## src/logic/husky_reg_pkg.sv

```systemverilog
package husky_reg_pkg;

   // Host bus address and data width
   localparam int BUS_W = 8;

   // Register map seen by the host
   typedef enum logic [BUS_W-1:0] {
      REG_TARGET_CTRL = 8'h10,
      REG_LA_ARM      = 8'h20, // Bit0 arms, read gives capture state
      REG_LA_DIV      = 8'h21, // Sample every div+1 cycles
      REG_LA_COUNT    = 8'h22, // Samples per capture
      REG_FIFO_STATUS = 8'h30, // Rd: empty/full/overflow, wr: bit0 clear, bit7 flush
      REG_FIFO_READ   = 8'h31  // Stream address, one pop per read
   } reg_addr_e;

   // Bits of REG_TARGET_CTRL
   localparam int TGT_PWR_OFF_BIT  = 0;
   localparam int TGT_AVRPROG_BIT  = 1;
   localparam int TGT_NRST_OE_BIT  = 2;
   localparam int TGT_NRST_VAL_BIT = 3;

endpackage

```

## src/logic/husky_capture_pkg.sv

```systemverilog
package husky_capture_pkg;

   // Capture FIFO geometry
   localparam int FIFO_DEPTH = 64;
   localparam int FIFO_AW    = 6;

   // One sample of the user IO pins
   typedef logic [7:0] fifo_word_t;

   // Logic analyzer state machine
   typedef enum logic [1:0] {
      LA_IDLE    = 2'd0,
      LA_ARMED   = 2'd1,
      LA_CAPTURE = 2'd2,
      LA_DONE    = 2'd3
   } la_state_e;

   // Error LED toggles once per counter wrap
   localparam int FLASH_BITS = 4;

endpackage

```

## src/logic/usb_reg_bridge.sv

```systemverilog
`timescale 1ns/1ps

module usb_reg_bridge (
   input  logic                              clk_usb_buf,
   input  logic                              rst_i,
   input  logic [husky_reg_pkg::BUS_W-1:0]   usb_addr_i,
   input  logic [husky_reg_pkg::BUS_W-1:0]   usb_data_i,
   input  logic                              usb_rdn_i,
   input  logic                              usb_wrn_i,
   input  logic                              usb_cen_i,
   input  logic [husky_reg_pkg::BUS_W-1:0]   tgt_rdata_i,
   input  logic [husky_reg_pkg::BUS_W-1:0]   la_rdata_i,
   input  logic [husky_reg_pkg::BUS_W-1:0]   fifo_rdata_i,
   input  husky_capture_pkg::fifo_word_t     fifo_head_i,
   output logic [husky_reg_pkg::BUS_W-1:0]   reg_addr_o,
   output logic [husky_reg_pkg::BUS_W-1:0]   reg_wdata_o,
   output logic                              reg_read_o,
   output logic                              reg_write_o,
   output logic                              fifo_pop_o,
   output logic [husky_reg_pkg::BUS_W-1:0]   usb_data_o
);

   logic                            wr_s1, wr_s2;
   logic                            rd_s1, rd_s2;
   logic                            stream_sel;
   logic [husky_reg_pkg::BUS_W-1:0] addr_q;
   logic [husky_reg_pkg::BUS_W-1:0] wdata_q;
   logic [husky_reg_pkg::BUS_W-1:0] rdata_q;

   // Strobe sampling and edge detection
   always_ff @(posedge clk_usb_buf) begin
      if (rst_i) begin
         wr_s1       <= 1'b0;
         wr_s2       <= 1'b0;
         rd_s1       <= 1'b0;
         rd_s2       <= 1'b0;
         reg_write_o <= 1'b0;
         reg_read_o  <= 1'b0;
         fifo_pop_o  <= 1'b0;
      end else begin
         wr_s1       <= ~usb_cen_i & ~usb_wrn_i;
         wr_s2       <= wr_s1;
         rd_s1       <= ~usb_cen_i & ~usb_rdn_i;
         rd_s2       <= rd_s1;
         reg_write_o <= wr_s1 & ~wr_s2; // Single pulse per host write
         reg_read_o  <= rd_s1 & ~rd_s2;
         fifo_pop_o  <= ~rd_s1 & rd_s2 & stream_sel; // Pop once the read ends
      end
   end

   // Address and data held from the last active strobe
   always_ff @(posedge clk_usb_buf) begin
      if (!usb_cen_i && !(usb_rdn_i && usb_wrn_i)) begin
         addr_q  <= usb_addr_i;
         wdata_q <= usb_data_i;
      end
   end

   // Unselected blocks return zero, so a plain OR merges them
   always_ff @(posedge clk_usb_buf) begin
      rdata_q <= tgt_rdata_i | la_rdata_i | fifo_rdata_i;
   end

   assign stream_sel  = (addr_q == husky_reg_pkg::REG_FIFO_READ);
   assign reg_addr_o  = addr_q;
   assign reg_wdata_o = wdata_q;
   assign usb_data_o  = stream_sel ? fifo_head_i : rdata_q; // Stream bypasses the merge

endmodule

```

## src/logic/target_io_ctrl.sv

```systemverilog
`timescale 1ns/1ps

module target_io_ctrl (
   input  logic                              clk_usb_buf,
   input  logic                              rst_i,
   input  logic [husky_reg_pkg::BUS_W-1:0]   reg_addr_i,
   input  logic [husky_reg_pkg::BUS_W-1:0]   reg_wdata_i,
   input  logic                              reg_write_i,
   input  logic                              sam_mosi_i,
   input  logic                              sam_spck_i,
   input  logic                              target_miso_i,
   output logic [husky_reg_pkg::BUS_W-1:0]   rdata_o,
   output logic                              target_poweron_o,
   output logic                              target_nrst_o,
   output logic                              target_nrst_oe_o,
   output logic                              target_mosi_o,
   output logic                              target_mosi_oe_o,
   output logic                              target_sck_o,
   output logic                              target_sck_oe_o,
   output logic                              sam_miso_o,
   output logic                              sam_miso_oe_o
);

   logic [husky_reg_pkg::BUS_W-1:0] ctrl_q;
   logic                            sel;
   logic                            pwr_off;
   logic                            avrprog;

   assign sel = (reg_addr_i == husky_reg_pkg::REG_TARGET_CTRL);

   always_ff @(posedge clk_usb_buf) begin
      if (rst_i) begin
         ctrl_q <= '0;
         ctrl_q[husky_reg_pkg::TGT_PWR_OFF_BIT] <= 1'b1; // Target starts unpowered
      end else if (reg_write_i && sel) begin
         ctrl_q <= reg_wdata_i;
      end
   end

   assign rdata_o = sel ? ctrl_q : '0;
   assign pwr_off = ctrl_q[husky_reg_pkg::TGT_PWR_OFF_BIT];
   assign avrprog = ctrl_q[husky_reg_pkg::TGT_AVRPROG_BIT];

   // Priority is power off, then AVR programming, then plain nRST
   assign target_poweron_o = ~pwr_off;
   assign target_mosi_o    = sam_mosi_i;
   assign target_mosi_oe_o = ~pwr_off & avrprog;
   assign target_sck_o     = sam_spck_i;
   assign target_sck_oe_o  = ~pwr_off & avrprog;
   assign target_nrst_o    = avrprog ? sam_spck_i : ctrl_q[husky_reg_pkg::TGT_NRST_VAL_BIT];
   assign target_nrst_oe_o = ~pwr_off & (avrprog | ctrl_q[husky_reg_pkg::TGT_NRST_OE_BIT]);

   // MISO back to the SAM follows programming mode only
   assign sam_miso_o    = target_miso_i;
   assign sam_miso_oe_o = avrprog;

endmodule

```

## src/logic/la_capture.sv

```systemverilog
`timescale 1ns/1ps

module la_capture (
   input  logic                              clk_usb_buf,
   input  logic                              rst_i,
   input  logic [husky_reg_pkg::BUS_W-1:0]   reg_addr_i,
   input  logic [husky_reg_pkg::BUS_W-1:0]   reg_wdata_i,
   input  logic                              reg_write_i,
   input  husky_capture_pkg::fifo_word_t     userio_d_i,
   input  logic                              trig_i,
   output logic [husky_reg_pkg::BUS_W-1:0]   rdata_o,
   output logic                              wr_o,
   output husky_capture_pkg::fifo_word_t     wr_data_o,
   output logic                              led_armed_o,
   output logic                              led_cap_o
);

   husky_capture_pkg::la_state_e            state_q;
   logic [husky_reg_pkg::BUS_W-1:0]         div_q;
   logic [husky_reg_pkg::BUS_W-1:0]         div_cnt_q;
   logic [husky_capture_pkg::FIFO_AW:0]     count_q;
   logic [husky_capture_pkg::FIFO_AW:0]     taken_q;
   logic [husky_capture_pkg::FIFO_AW:0]     taken_nxt;
   logic                                    trig_q;
   logic                                    trig_rise;
   logic                                    arm_wr;
   logic                                    sample;

   assign trig_rise = trig_i & ~trig_q;
   assign arm_wr    = reg_write_i && (reg_addr_i == husky_reg_pkg::REG_LA_ARM);
   assign taken_nxt = taken_q + 1'b1;
   assign sample    = !arm_wr &&
                      ((state_q == husky_capture_pkg::LA_ARMED && trig_rise) ||
                       (state_q == husky_capture_pkg::LA_CAPTURE && div_cnt_q == '0));

   always_ff @(posedge clk_usb_buf) begin
      if (rst_i) begin
         state_q   <= husky_capture_pkg::LA_IDLE;
         div_q     <= '0;
         div_cnt_q <= '0;
         count_q   <= {{husky_capture_pkg::FIFO_AW{1'b0}}, 1'b1};
         taken_q   <= '0;
         trig_q    <= 1'b0;
         wr_o      <= 1'b0;
      end else begin
         trig_q <= trig_i;
         wr_o   <= sample;
         if (reg_write_i && reg_addr_i == husky_reg_pkg::REG_LA_DIV) div_q <= reg_wdata_i;
         // Count clamped to 1..FIFO_DEPTH
         if (reg_write_i && reg_addr_i == husky_reg_pkg::REG_LA_COUNT) begin
            if (reg_wdata_i[husky_reg_pkg::BUS_W-1:husky_capture_pkg::FIFO_AW] != '0)
               count_q <= {1'b1, {husky_capture_pkg::FIFO_AW{1'b0}}};
            else if (reg_wdata_i == '0)
               count_q <= {{husky_capture_pkg::FIFO_AW{1'b0}}, 1'b1};
            else
               count_q <= reg_wdata_i[husky_capture_pkg::FIFO_AW:0];
         end
         if (arm_wr) begin
            state_q <= reg_wdata_i[0] ? husky_capture_pkg::LA_ARMED : husky_capture_pkg::LA_IDLE;
            taken_q <= '0;
         end else if (sample) begin
            taken_q   <= taken_nxt;
            div_cnt_q <= div_q; // Restart the pacing window
            state_q   <= (taken_nxt == count_q) ? husky_capture_pkg::LA_DONE
                                                : husky_capture_pkg::LA_CAPTURE;
         end else if (state_q == husky_capture_pkg::LA_CAPTURE) begin
            div_cnt_q <= div_cnt_q - 1'b1;
         end
      end
   end

   always_ff @(posedge clk_usb_buf) begin
      if (sample) wr_data_o <= userio_d_i;
   end

   always_comb begin
      rdata_o = '0;
      case (reg_addr_i)
         husky_reg_pkg::REG_LA_ARM:   rdata_o = {6'b0, state_q};
         husky_reg_pkg::REG_LA_DIV:   rdata_o = div_q;
         husky_reg_pkg::REG_LA_COUNT: rdata_o = {1'b0, count_q};
         default:                     rdata_o = '0;
      endcase
   end

   assign led_armed_o = (state_q == husky_capture_pkg::LA_ARMED);
   assign led_cap_o   = (state_q == husky_capture_pkg::LA_CAPTURE);

endmodule

```

## src/logic/capture_fifo.sv

```systemverilog
`timescale 1ns/1ps

module capture_fifo (
   input  logic                              clk_usb_buf,
   input  logic                              rst_i,
   input  logic [husky_reg_pkg::BUS_W-1:0]   reg_addr_i,
   input  logic [husky_reg_pkg::BUS_W-1:0]   reg_wdata_i,
   input  logic                              reg_write_i,
   input  logic                              wr_i,
   input  husky_capture_pkg::fifo_word_t     wr_data_i,
   input  logic                              pop_i,
   output husky_capture_pkg::fifo_word_t     head_o,
   output logic [husky_reg_pkg::BUS_W-1:0]   rdata_o,
   output logic                              error_o
);

   husky_capture_pkg::fifo_word_t       mem [husky_capture_pkg::FIFO_DEPTH];
   logic [husky_capture_pkg::FIFO_AW:0] wr_ptr_q; // Extra bit tells full from empty
   logic [husky_capture_pkg::FIFO_AW:0] rd_ptr_q;
   logic                                empty;
   logic                                full;
   logic                                overflow_q;
   logic                                stat_sel;
   logic                                flush;
   logic                                clear_err;
   logic                                do_wr;
   logic                                do_pop;

   assign empty = (wr_ptr_q == rd_ptr_q);
   assign full  = (wr_ptr_q[husky_capture_pkg::FIFO_AW] != rd_ptr_q[husky_capture_pkg::FIFO_AW])
               && (wr_ptr_q[husky_capture_pkg::FIFO_AW-1:0]
                   == rd_ptr_q[husky_capture_pkg::FIFO_AW-1:0]);

   assign stat_sel  = (reg_addr_i == husky_reg_pkg::REG_FIFO_STATUS);
   assign flush     = reg_write_i & stat_sel & reg_wdata_i[7];
   assign clear_err = reg_write_i & stat_sel & reg_wdata_i[0];
   assign do_wr     = wr_i & ~full;  // Full FIFO drops the word
   assign do_pop    = pop_i & ~empty;

   always_ff @(posedge clk_usb_buf) begin
      if (rst_i || flush) begin
         wr_ptr_q <= '0;
         rd_ptr_q <= '0;
      end else begin
         if (do_wr) wr_ptr_q <= wr_ptr_q + 1'b1;
         if (do_pop) rd_ptr_q <= rd_ptr_q + 1'b1;
      end
   end

   // Sticky until cleared by the host
   always_ff @(posedge clk_usb_buf) begin
      if (rst_i) begin
         overflow_q <= 1'b0;
      end else if (clear_err) begin
         overflow_q <= 1'b0;
      end else if (wr_i && full) begin
         overflow_q <= 1'b1;
      end
   end

   always_ff @(posedge clk_usb_buf) begin
      if (do_wr) mem[wr_ptr_q[husky_capture_pkg::FIFO_AW-1:0]] <= wr_data_i;
   end

   assign head_o  = mem[rd_ptr_q[husky_capture_pkg::FIFO_AW-1:0]];
   assign rdata_o = stat_sel ? {5'b0, overflow_q, full, empty} : '0;
   assign error_o = overflow_q;

endmodule

```

## src/logic/status_leds.sv

```systemverilog
`timescale 1ns/1ps

module status_leds (
   input  logic clk_usb_buf,
   input  logic rst_i,
   input  logic fifo_error_i,
   output logic led_err_o
);

   logic [husky_capture_pkg::FLASH_BITS-1:0] flash_cnt_q;
   logic                                     flash_q;
   logic                                     error_any;

   // Only the capture FIFO reports errors now
   assign error_any = fifo_error_i;

   always_ff @(posedge clk_usb_buf) begin
      if (rst_i) begin
         flash_cnt_q <= '0;
         flash_q     <= 1'b0;
      end else begin
         flash_cnt_q <= flash_cnt_q + 1'b1;
         if (&flash_cnt_q) flash_q <= ~flash_q; // Toggle on wrap
      end
   end

   assign led_err_o = error_any & flash_q;

endmodule

```

## src/logic/husky_top.sv

```systemverilog
`timescale 1ns/1ps

module husky_top (
   input  logic                              clk_usb_buf,
   input  logic                              rst_i,
   input  logic [husky_reg_pkg::BUS_W-1:0]   usb_addr_i,
   input  logic [husky_reg_pkg::BUS_W-1:0]   usb_data_i,
   input  logic                              usb_rdn_i,
   input  logic                              usb_wrn_i,
   input  logic                              usb_cen_i,
   input  husky_capture_pkg::fifo_word_t     userio_d_i,
   input  logic                              trig_i,
   input  logic                              sam_mosi_i,
   input  logic                              sam_spck_i,
   input  logic                              target_miso_i,
   output logic [husky_reg_pkg::BUS_W-1:0]   usb_data_o,
   output logic                              led_armed_o,
   output logic                              led_cap_o,
   output logic                              led_err_o,
   output logic                              target_poweron_o,
   output logic                              target_nrst_o,
   output logic                              target_nrst_oe_o,
   output logic                              target_mosi_o,
   output logic                              target_mosi_oe_o,
   output logic                              target_sck_o,
   output logic                              target_sck_oe_o,
   output logic                              sam_miso_o,
   output logic                              sam_miso_oe_o
);

   logic [husky_reg_pkg::BUS_W-1:0] reg_addr;
   logic [husky_reg_pkg::BUS_W-1:0] reg_wdata;
   logic                            reg_write;
   logic [husky_reg_pkg::BUS_W-1:0] tgt_rdata;
   logic [husky_reg_pkg::BUS_W-1:0] la_rdata;
   logic [husky_reg_pkg::BUS_W-1:0] fifo_rdata;
   husky_capture_pkg::fifo_word_t   fifo_head;
   husky_capture_pkg::fifo_word_t   la_wr_data;
   logic                            fifo_pop;
   logic                            la_wr;
   logic                            fifo_error;

   usb_reg_bridge u_bridge (
      .clk_usb_buf   (clk_usb_buf),
      .rst_i         (rst_i),
      .usb_addr_i    (usb_addr_i),
      .usb_data_i    (usb_data_i),
      .usb_rdn_i     (usb_rdn_i),
      .usb_wrn_i     (usb_wrn_i),
      .usb_cen_i     (usb_cen_i),
      .tgt_rdata_i   (tgt_rdata),
      .la_rdata_i    (la_rdata),
      .fifo_rdata_i  (fifo_rdata),
      .fifo_head_i   (fifo_head),
      .reg_addr_o    (reg_addr),
      .reg_wdata_o   (reg_wdata),
      .reg_read_o    (),           // Blocks decode reads from the address alone
      .reg_write_o   (reg_write),
      .fifo_pop_o    (fifo_pop),
      .usb_data_o    (usb_data_o)
   );

   target_io_ctrl u_tgt (
      .clk_usb_buf      (clk_usb_buf),
      .rst_i            (rst_i),
      .reg_addr_i       (reg_addr),
      .reg_wdata_i      (reg_wdata),
      .reg_write_i      (reg_write),
      .sam_mosi_i       (sam_mosi_i),
      .sam_spck_i       (sam_spck_i),
      .target_miso_i    (target_miso_i),
      .rdata_o          (tgt_rdata),
      .target_poweron_o (target_poweron_o),
      .target_nrst_o    (target_nrst_o),
      .target_nrst_oe_o (target_nrst_oe_o),
      .target_mosi_o    (target_mosi_o),
      .target_mosi_oe_o (target_mosi_oe_o),
      .target_sck_o     (target_sck_o),
      .target_sck_oe_o  (target_sck_oe_o),
      .sam_miso_o       (sam_miso_o),
      .sam_miso_oe_o    (sam_miso_oe_o)
   );

   la_capture u_la (
      .clk_usb_buf  (clk_usb_buf),
      .rst_i        (rst_i),
      .reg_addr_i   (reg_addr),
      .reg_wdata_i  (reg_wdata),
      .reg_write_i  (reg_write),
      .userio_d_i   (userio_d_i),
      .trig_i       (trig_i),
      .rdata_o      (la_rdata),
      .wr_o         (la_wr),
      .wr_data_o    (la_wr_data),
      .led_armed_o  (led_armed_o),
      .led_cap_o    (led_cap_o)
   );

   // Single writer, so no source select in front of the FIFO
   capture_fifo u_fifo (
      .clk_usb_buf  (clk_usb_buf),
      .rst_i        (rst_i),
      .reg_addr_i   (reg_addr),
      .reg_wdata_i  (reg_wdata),
      .reg_write_i  (reg_write),
      .wr_i         (la_wr),
      .wr_data_i    (la_wr_data),
      .pop_i        (fifo_pop),
      .head_o       (fifo_head),
      .rdata_o      (fifo_rdata),
      .error_o      (fifo_error)
   );

   status_leds u_leds (
      .clk_usb_buf  (clk_usb_buf),
      .rst_i        (rst_i),
      .fifo_error_i (fifo_error),
      .led_err_o    (led_err_o)
   );

endmodule

```

## config.mk

```make
export PLATFORM = sky130hd
export DESIGN_NAME = husky_top
export DESIGN_NICKNAME = d
export VERILOG_FILES = /design/src/logic/husky_reg_pkg.sv /design/src/logic/husky_capture_pkg.sv /design/src/logic/usb_reg_bridge.sv /design/src/logic/target_io_ctrl.sv /design/src/logic/la_capture.sv /design/src/logic/capture_fifo.sv /design/src/logic/status_leds.sv /design/src/logic/husky_top.sv
export SDC_FILE = /design/constraint.sdc
export NUM_CORES = 1
export LEC_CHECK = 0
export BUFFER_PORTS_ARGS = -buffer_cell sky130_fd_sc_hd__buf_2
export CORE_MARGIN = 2
export CORE_UTILIZATION = 38
export CTS_BUF_LIST = sky130_fd_sc_hd__clkbuf_4 sky130_fd_sc_hd__clkbuf_8 sky130_fd_sc_hd__clkbuf_16
export DETAILED_ROUTE_END_ITERATION = 7
export MAX_ROUTING_LAYER = met4
export PLACE_DENSITY = 0.59
export SLEW_MARGIN = 20
export SYNTH_ARGS = -nofsm -noshare
export SYNTH_HDL_FRONTEND = slang
export SYNTH_SLANG_ARGS = --single-unit
```

## constraint.sdc

```tcl
create_clock -name clk_usb_buf -period 2.64 [get_ports clk_usb_buf]
set_input_delay 0.132 -clock clk_usb_buf [delete_from_list [all_inputs] [get_ports clk_usb_buf]]
set_output_delay 0.132 -clock clk_usb_buf [all_outputs]
set_load 0.02 [all_outputs]
```

==> impl_metrics.csv, run 1 <==
group,metric,value,unit
outcome,status,"complete, but fails checks",
outcome,failed_checks,"setup timing",
setup_path,arrival,2.90,ns
yosys,yosysWarnings,0,
route,drt_iter0_markers,1107,
setup_path,crit_type,"register to output port",
yosys,synth_cell_type_count,70,
final_layout,final_area,29740,um2
place,post-place-cells,2467,
die,core.rowCount,93,
clock_network,cts_tree,"yes",
die,die_area,67210,um2
setup_path,endpoint_kind,"output port",
global_routing,grt_overflow,0,
yosys,synth.avg_cell_area,15.71,um2
sta,fin_tns_setup,-2.687,ns
die,die_width,259.2,um
yosys,synth_top_cell_area_share,0.6501,
final_layout,mostFrequentLayoutCells,"edfxtp_1 (536), mux2i_1 (206), nor2_1 (132)",
sta,fin_ws,-0.3954,ns
route,route.detailed.drc,0,
pwr,total_power,19.03,mW
sta,whs,0.2198,ns
clock_network,insertion_delay,0.63,ns
global_routing,grt_start_max_net_pins,65,
yosys,ys.flop_type,"edfxtp_1",
die,initial_core_util,0.3840,
sta,period_minus_slack,3.035,ns
yosys,syn_area,24760,um2
pwr,ir_drop,496.6,uV
place,dp_hpwl,36250,um
final_layout,n_fill_cell,5662,
job,cap_violations,0,
final_layout,fin_util,0.4613,
sta,rsz0062_at_grt,"true",
pwr,power_density,640.0,nW/um2
final_layout,syn2layout_area_growth,20.12,%
yosys,synth_seq_cells,618,
die,boundaryPins,53,
final_layout,final_common_cell,"edfxtp_1",
worst_hold_path,whs_path_depth,2,
place,portBuffers,48,
setup_path,startpoint_type,"register",
yosys,syn_inst,1576,
setup_path,r2r.worst_path.cells,7,
sta,timing.fmax,329.4,MHz
final_layout,nets,1785,
setup_path,ff2ff_setup_slack,0.23,ns
yosys,synth_top_area_cell,"edfxtp_1",
final_layout,drive_above_1_share,0.2362,
clock_network,numCtsBuffers,60,
die,core,64460,um2
final_layout,stdcell_count,2651,
sta,max_slew_margin,0.4168,
sta,finalSetupViolCount,8,
route,final_antenna_net_count,0,
yosys,ys_async_sr_fraction,0,
route,wl,59850,um
yosys,synth_edf_count,536,
yosys,synth.area.top_cells,"edfxtp_1 (65%), mux2i_1 (9.2%), dfxtp_1 (6.6%), a22oi_1 (2.4%), mux4_2 (2.2%)",
sta,worst_pin_slew,0.8715,ns
place,post_dp_cell_area,26300,um2
worst_hold_path,hold_class,"primary input to register",
clock_network,cts_buffer_depth,3,
global_routing,antenna_found_initial,1,
sta,drv_slew,0,
place,gp_congestion,0.8192,
sta,fin_skew,0.01438,ns
yosys,synth_nets,1614,
sta,finalCritPeriodShare,1.150,
clock_network,h-tree-depth,2,
route,viasPerCell,5.273,
global_routing,grt_pass1_wl,89330,um
route,dr.pass1.iters,8,
route,wl_per_cell,22.57,um
clock_network,clock_tree.root_cell,"clkbuf_16",
clock_network,clock-sinks,618,
pwr,power.leakage,9.476,nW
global_routing,grt_pass1_vias,14110,
route,vias,13980,
sta,hold_viol,0,
setup_path,worstPathRequired,2.51,ns
yosys,seq_area_frac_synth,0.7164,
clock_network,clk_pin_slew,0.06,ns
die,fp.dieH,259.2,um
global_routing,track_usage,0.1819,
setup_path,crit_fanout,7,
place,pre_cts_ws,-0.1453,ns
## Yosys cell counts (3+ instances only)
library cell	count
a211oi_1	11
a21o_1	3
a21oi_1	63
a221oi_1	9
a222oi_1	7
a22oi_1	78
a31oi_1	3
and2_1	5
and3_1	6
buf_1	9
buf_2	28
buf_4	12
buf_6	18
clkbuf_1	21
dfxtp_1	82
edfxtp_1	536
ha_1	5
inv_1	12
mux2i_1	228
mux4_2	24
nand2_1	72
nand2_2	5
nand2b_1	4
nand3_1	62
nand3b_1	3
nand4_1	10
nor2_1	138
nor2b_1	12
nor3_1	3
nor3_2	4
o211ai_1	8
o21a_1	4
o21ai_0	6
o21ai_1	4
xnor2_1	22
xor2_1	16
## critical path: stages, from the launching register on
cell and delay, ns:
dfxtp_4 0.46, buf_12 0.14, clkbuf_16 0.14, buf_4 0.11, mux4_2 0.54, nor2_2 0.16
a221oi_1 0.10, a21oi_2 0.21, o211ai_1 0.11, buf_4 0.17, buf_4 0.15
## path summary, 6_finish.rpt
path / startpoint / to
worst min-delay path: usb_data_i[6] / u_bridge.reg_wdata_o[6]
worst max-delay path: register / usb_data_o[5]
worst max register to register: u_fifo.rd_ptr_q[2] / u_fifo.mem[30][0]
worst min register to register: u_bridge.wr_s2 / u_bridge.reg_write_o
## layer usage
layer,global-route usage,wire length [um],vias up
met2,0.2915,29150,371
met5,-,0,-
met4,0.05172,1243,0
li1,-,-,6415
met1,0.2410,26240,7110
met3,0.02831,3211,84
## logic make-up after synthesis
family / after synthesis / share of synthesized area
flops: 618 / 0.7164
simple gates: 348 / 0.06853
mux: 254 / 0.1149
compound gates: 210 / 0.05863
buf+inv: 103 / 0.02552
xor+xnor: 38 / 0.01344
fa+ha+maj: 5 / 0.002527
## state kept, by name, indices dropped and copies added (netlist names), 8 cells and up, named ones only
signal,cells
u_bridge.rdata_q,8
u_bridge.reg_addr_o,8
u_bridge.reg_wdata_o,8
u_la.div_cnt_q,8
u_la.div_q,8
u_tgt.ctrl_q,8
u_fifo.mem,512
u_la.wr_data_o,8
## layout make-up
class	count	area, um2	share of cell area
diodes	1	2.502	0.00008415
repair buffers	199	2017	0.06782
clock inverters	36	309.0	0.01039
well taps	855	1070	0.03597
multi-input cells	855	6933	0.2331
clock buffers	74	1613	0.05423
inverters	13	51.30	0.001725
flip-flops and latches	618	17740	0.5966
## timing repair
| item | CTS | global route |
|---|---|---|
| gates resized for setup | 89 | 55 |
| hold endpoints to repair | 51 | 0 |
| buffers inserted | 13 | 20 |
| hold buffers | 31 | 0 |
| endpoints found under the setup margin | 8 | 8 |
| cloned | 6 | 7 |
| pin swaps | 36 | 27 |
## power by group
group / total [mW] / internal (mW) / switching (mW)
logic: 0.140 / 0.0701 / 0.0695
registers: 10.5 / 10.5 / 0.0363
clock network: 8.36 / 4.80 / 3.55
total: 19.0 / 15.4 / 3.66
Power figures use the tool's default switching activity.
==> inputs of run 2 (changes only) <==
- SYNTH_HIERARCHICAL: not set -> 1
==> run 2 against run 1 <==
  * The run still ends with setup timing left
  * Sequential cell count unchanged
  * Power up 2.5%
  * Final cell count down 4.2%
  * First-iteration DRC count up 12%
  * Clock power up 5.1%
  * Clock skew up 0.011 ns
  * Largest power group unchanged
==> impl_metrics.csv, run 2 <==
group,metric,value,unit
sta,period_minus_slack,3.278,ns
clock_network,cts_buffer_depth,3,
route,wl_per_cell,23.83,um
setup_path,endpoint_kind,"output port",
final_layout,regArea,17750,um2
setup_path,arrival,3.15,ns
final_layout,syn2layout_area_growth,21.09,%
outcome,failed_checks,"setup timing",
pwr,ir_drop,556.1,uV
sta,hold_viol,0,
place,dp_hpwl,38850,um
setup_path,startpoint_type,"register",
setup_path,r2r-start,"u_fifo/wr_ptr_q[2]",
clock_network,clock-sinks,618,
yosys,syn_area,24880,um2
final_layout,drive_above_1_share,0.3420,
setup_path,worstPathRequired,2.51,ns
worst_hold_path,hold_class,"primary input to register",
die,boundaryPins,53,
final_layout,largest_reg_flops,512,
clock_network,clk_pin_slew,0.06,ns
place,post_dp_cell_area,27110,um2
route,wl,60530,um
clock_network,h-tree-depth,2,
setup_path,crit_fanout,10,
route,drt_iter0_markers,1239,
clock_network,insertion_delay,0.64,ns
pwr,power.leakage,9.770,nW
final_layout,final_area,30130,um2
sta,finalSetupViolCount,8,
clock_network,numCtsBuffers,61,
sta,fin_skew,0.02575,ns
die,die_area,67530,um2
sta,max_slew_margin,0.3405,
clock_network,cts_tree,"yes",
global_routing,grt_start_max_net_pins,65,
sta,worst_pin_slew,0.9856,ns
setup_path,crit_type,"register to output port",
die,die_width,259.9,um
yosys,yosysWarnings,6,
final_layout,nets,1673,
final_layout,n_fill_cell,5448,
sta,timing.fmax,305.0,MHz
route,final_antenna_net_count,0,
sta,rsz0062_at_grt,"true",
yosys,synth.avg_cell_area,17.66,um2
die,initial_core_util,0.3852,
place,portBuffers,48,
final_layout,mostFrequentLayoutCells,"edfxtp_1 (536), buf_4 (139), mux4_2 (127)",
place,pre_cts_ws,-0.1656,ns
global_routing,track_usage,0.1861,
outcome,status,"complete, but fails checks",
global_routing,grt_overflow,0,
die,core,64580,um2
global_routing,antenna_found_initial,1,
route,vias,13800,
worst_hold_path,worstHoldStart,"usb_cen_i",
sta,drv_slew,0,
job,cap_violations,0,
die,core.rowCount,93,
route,route.detailed.drc,0,
global_routing,grt_pass1_wl,89980,um
route,viasPerCell,5.433,
die,fp.dieH,259.9,um
global_routing,grt_pass1_vias,13830,
place,gp_congestion,0.8616,
route,dr.pass1.iters,5,
clock_network,clock_tree.root_cell,"clkbuf_16",
pwr,power_density,647.8,nW/um2
sta,fin_ws,-0.6382,ns
final_layout,multi_input_area,7018,um2
yosys,syn_inst,1409,
sta,finalCritPeriodShare,1.242,
final_layout,final_common_cell,"edfxtp_1",
pwr,total_power,19.52,mW
run 2: timing repair:
| item | in CTS | in global routing |
|---|---|---|
| gates resized for setup | 69 | 41 |
| pin swaps | 16 | 6 |
| endpoints found under the setup margin | 24 | 129 |
| gates cloned | 1 | 2 |
| hold endpoints to repair | 40 | 0 |
| hold buffers | 30 | 0 |
| buffers inserted | 8 | 4 |
run 2: layout make-up:
type | count | area share
timing repair buffer | 248 | 0.07368
inverter | 7 | 0.0008722
antenna | 1 | 0.00008307
clock inverter | 38 | 0.01371
clock buffer | 74 | 0.05412
sequential | 618 | 0.5891
multi-input combinational | 699 | 0.2330
tap | 855 | 0.03551
run 2: path summary, 6_finish.rpt:
check | slack (ns) | depth (start not counted) | end
hold / removal | 0.05 | 3 | u_bridge/reg_wdata_o[3]
hold reg to reg | 0.38 | 1 | u_bridge/reg_write_o
setup / recovery | -0.64 | 9 | usb_data_o[4]
setup reg to reg | 0.20 | 6 | u_fifo/mem[62][7]
run 2: power breakdown:
group | total (mW) | internal [mW] | switching (mW)
clock | 8.79 | 5.17 | 3.61
combinational | 0.186 | 0.0919 | 0.0941
sequential | 10.5 | 10.5 | 0.0427
run 2: critical path: stages, from the launching register on:
cell     delay, ns
dfxtp_4       0.39
buf_4         0.14
buf_12        0.17
buf_12        0.14
mux4_2        0.51
a22oi_1       0.19
nand3_1       0.18
a32o_2        0.35
mux2_2        0.27
buf_4         0.16
run 2: per-layer routing:
layer | wire, um | track usage
met5 | 0 | -
met4 | 1027 | 0.04550
met3 | 4014 | 0.03343
met2 | 29400 | 0.2926
met1 | 26090 | 0.2520
run 2: per-stage QoR:
step | TNS (ns) | utilization | instances | hold WS [ns]
floorplan | 0 | - | 1413 | 0.1987
global placement | -1.033 | 0.4198 | 2383 | 0.2641
detailed placement | -0.7631 | 0.4198 | 2383 | 0.2641
CTS | -4.912 | 0.4627 | 2534 | 0.02497
global route | -5.218 | 0.4665 | 2540 | 0.05672
finish | -4.676 | 0.4665 | 2540 | 0.05349
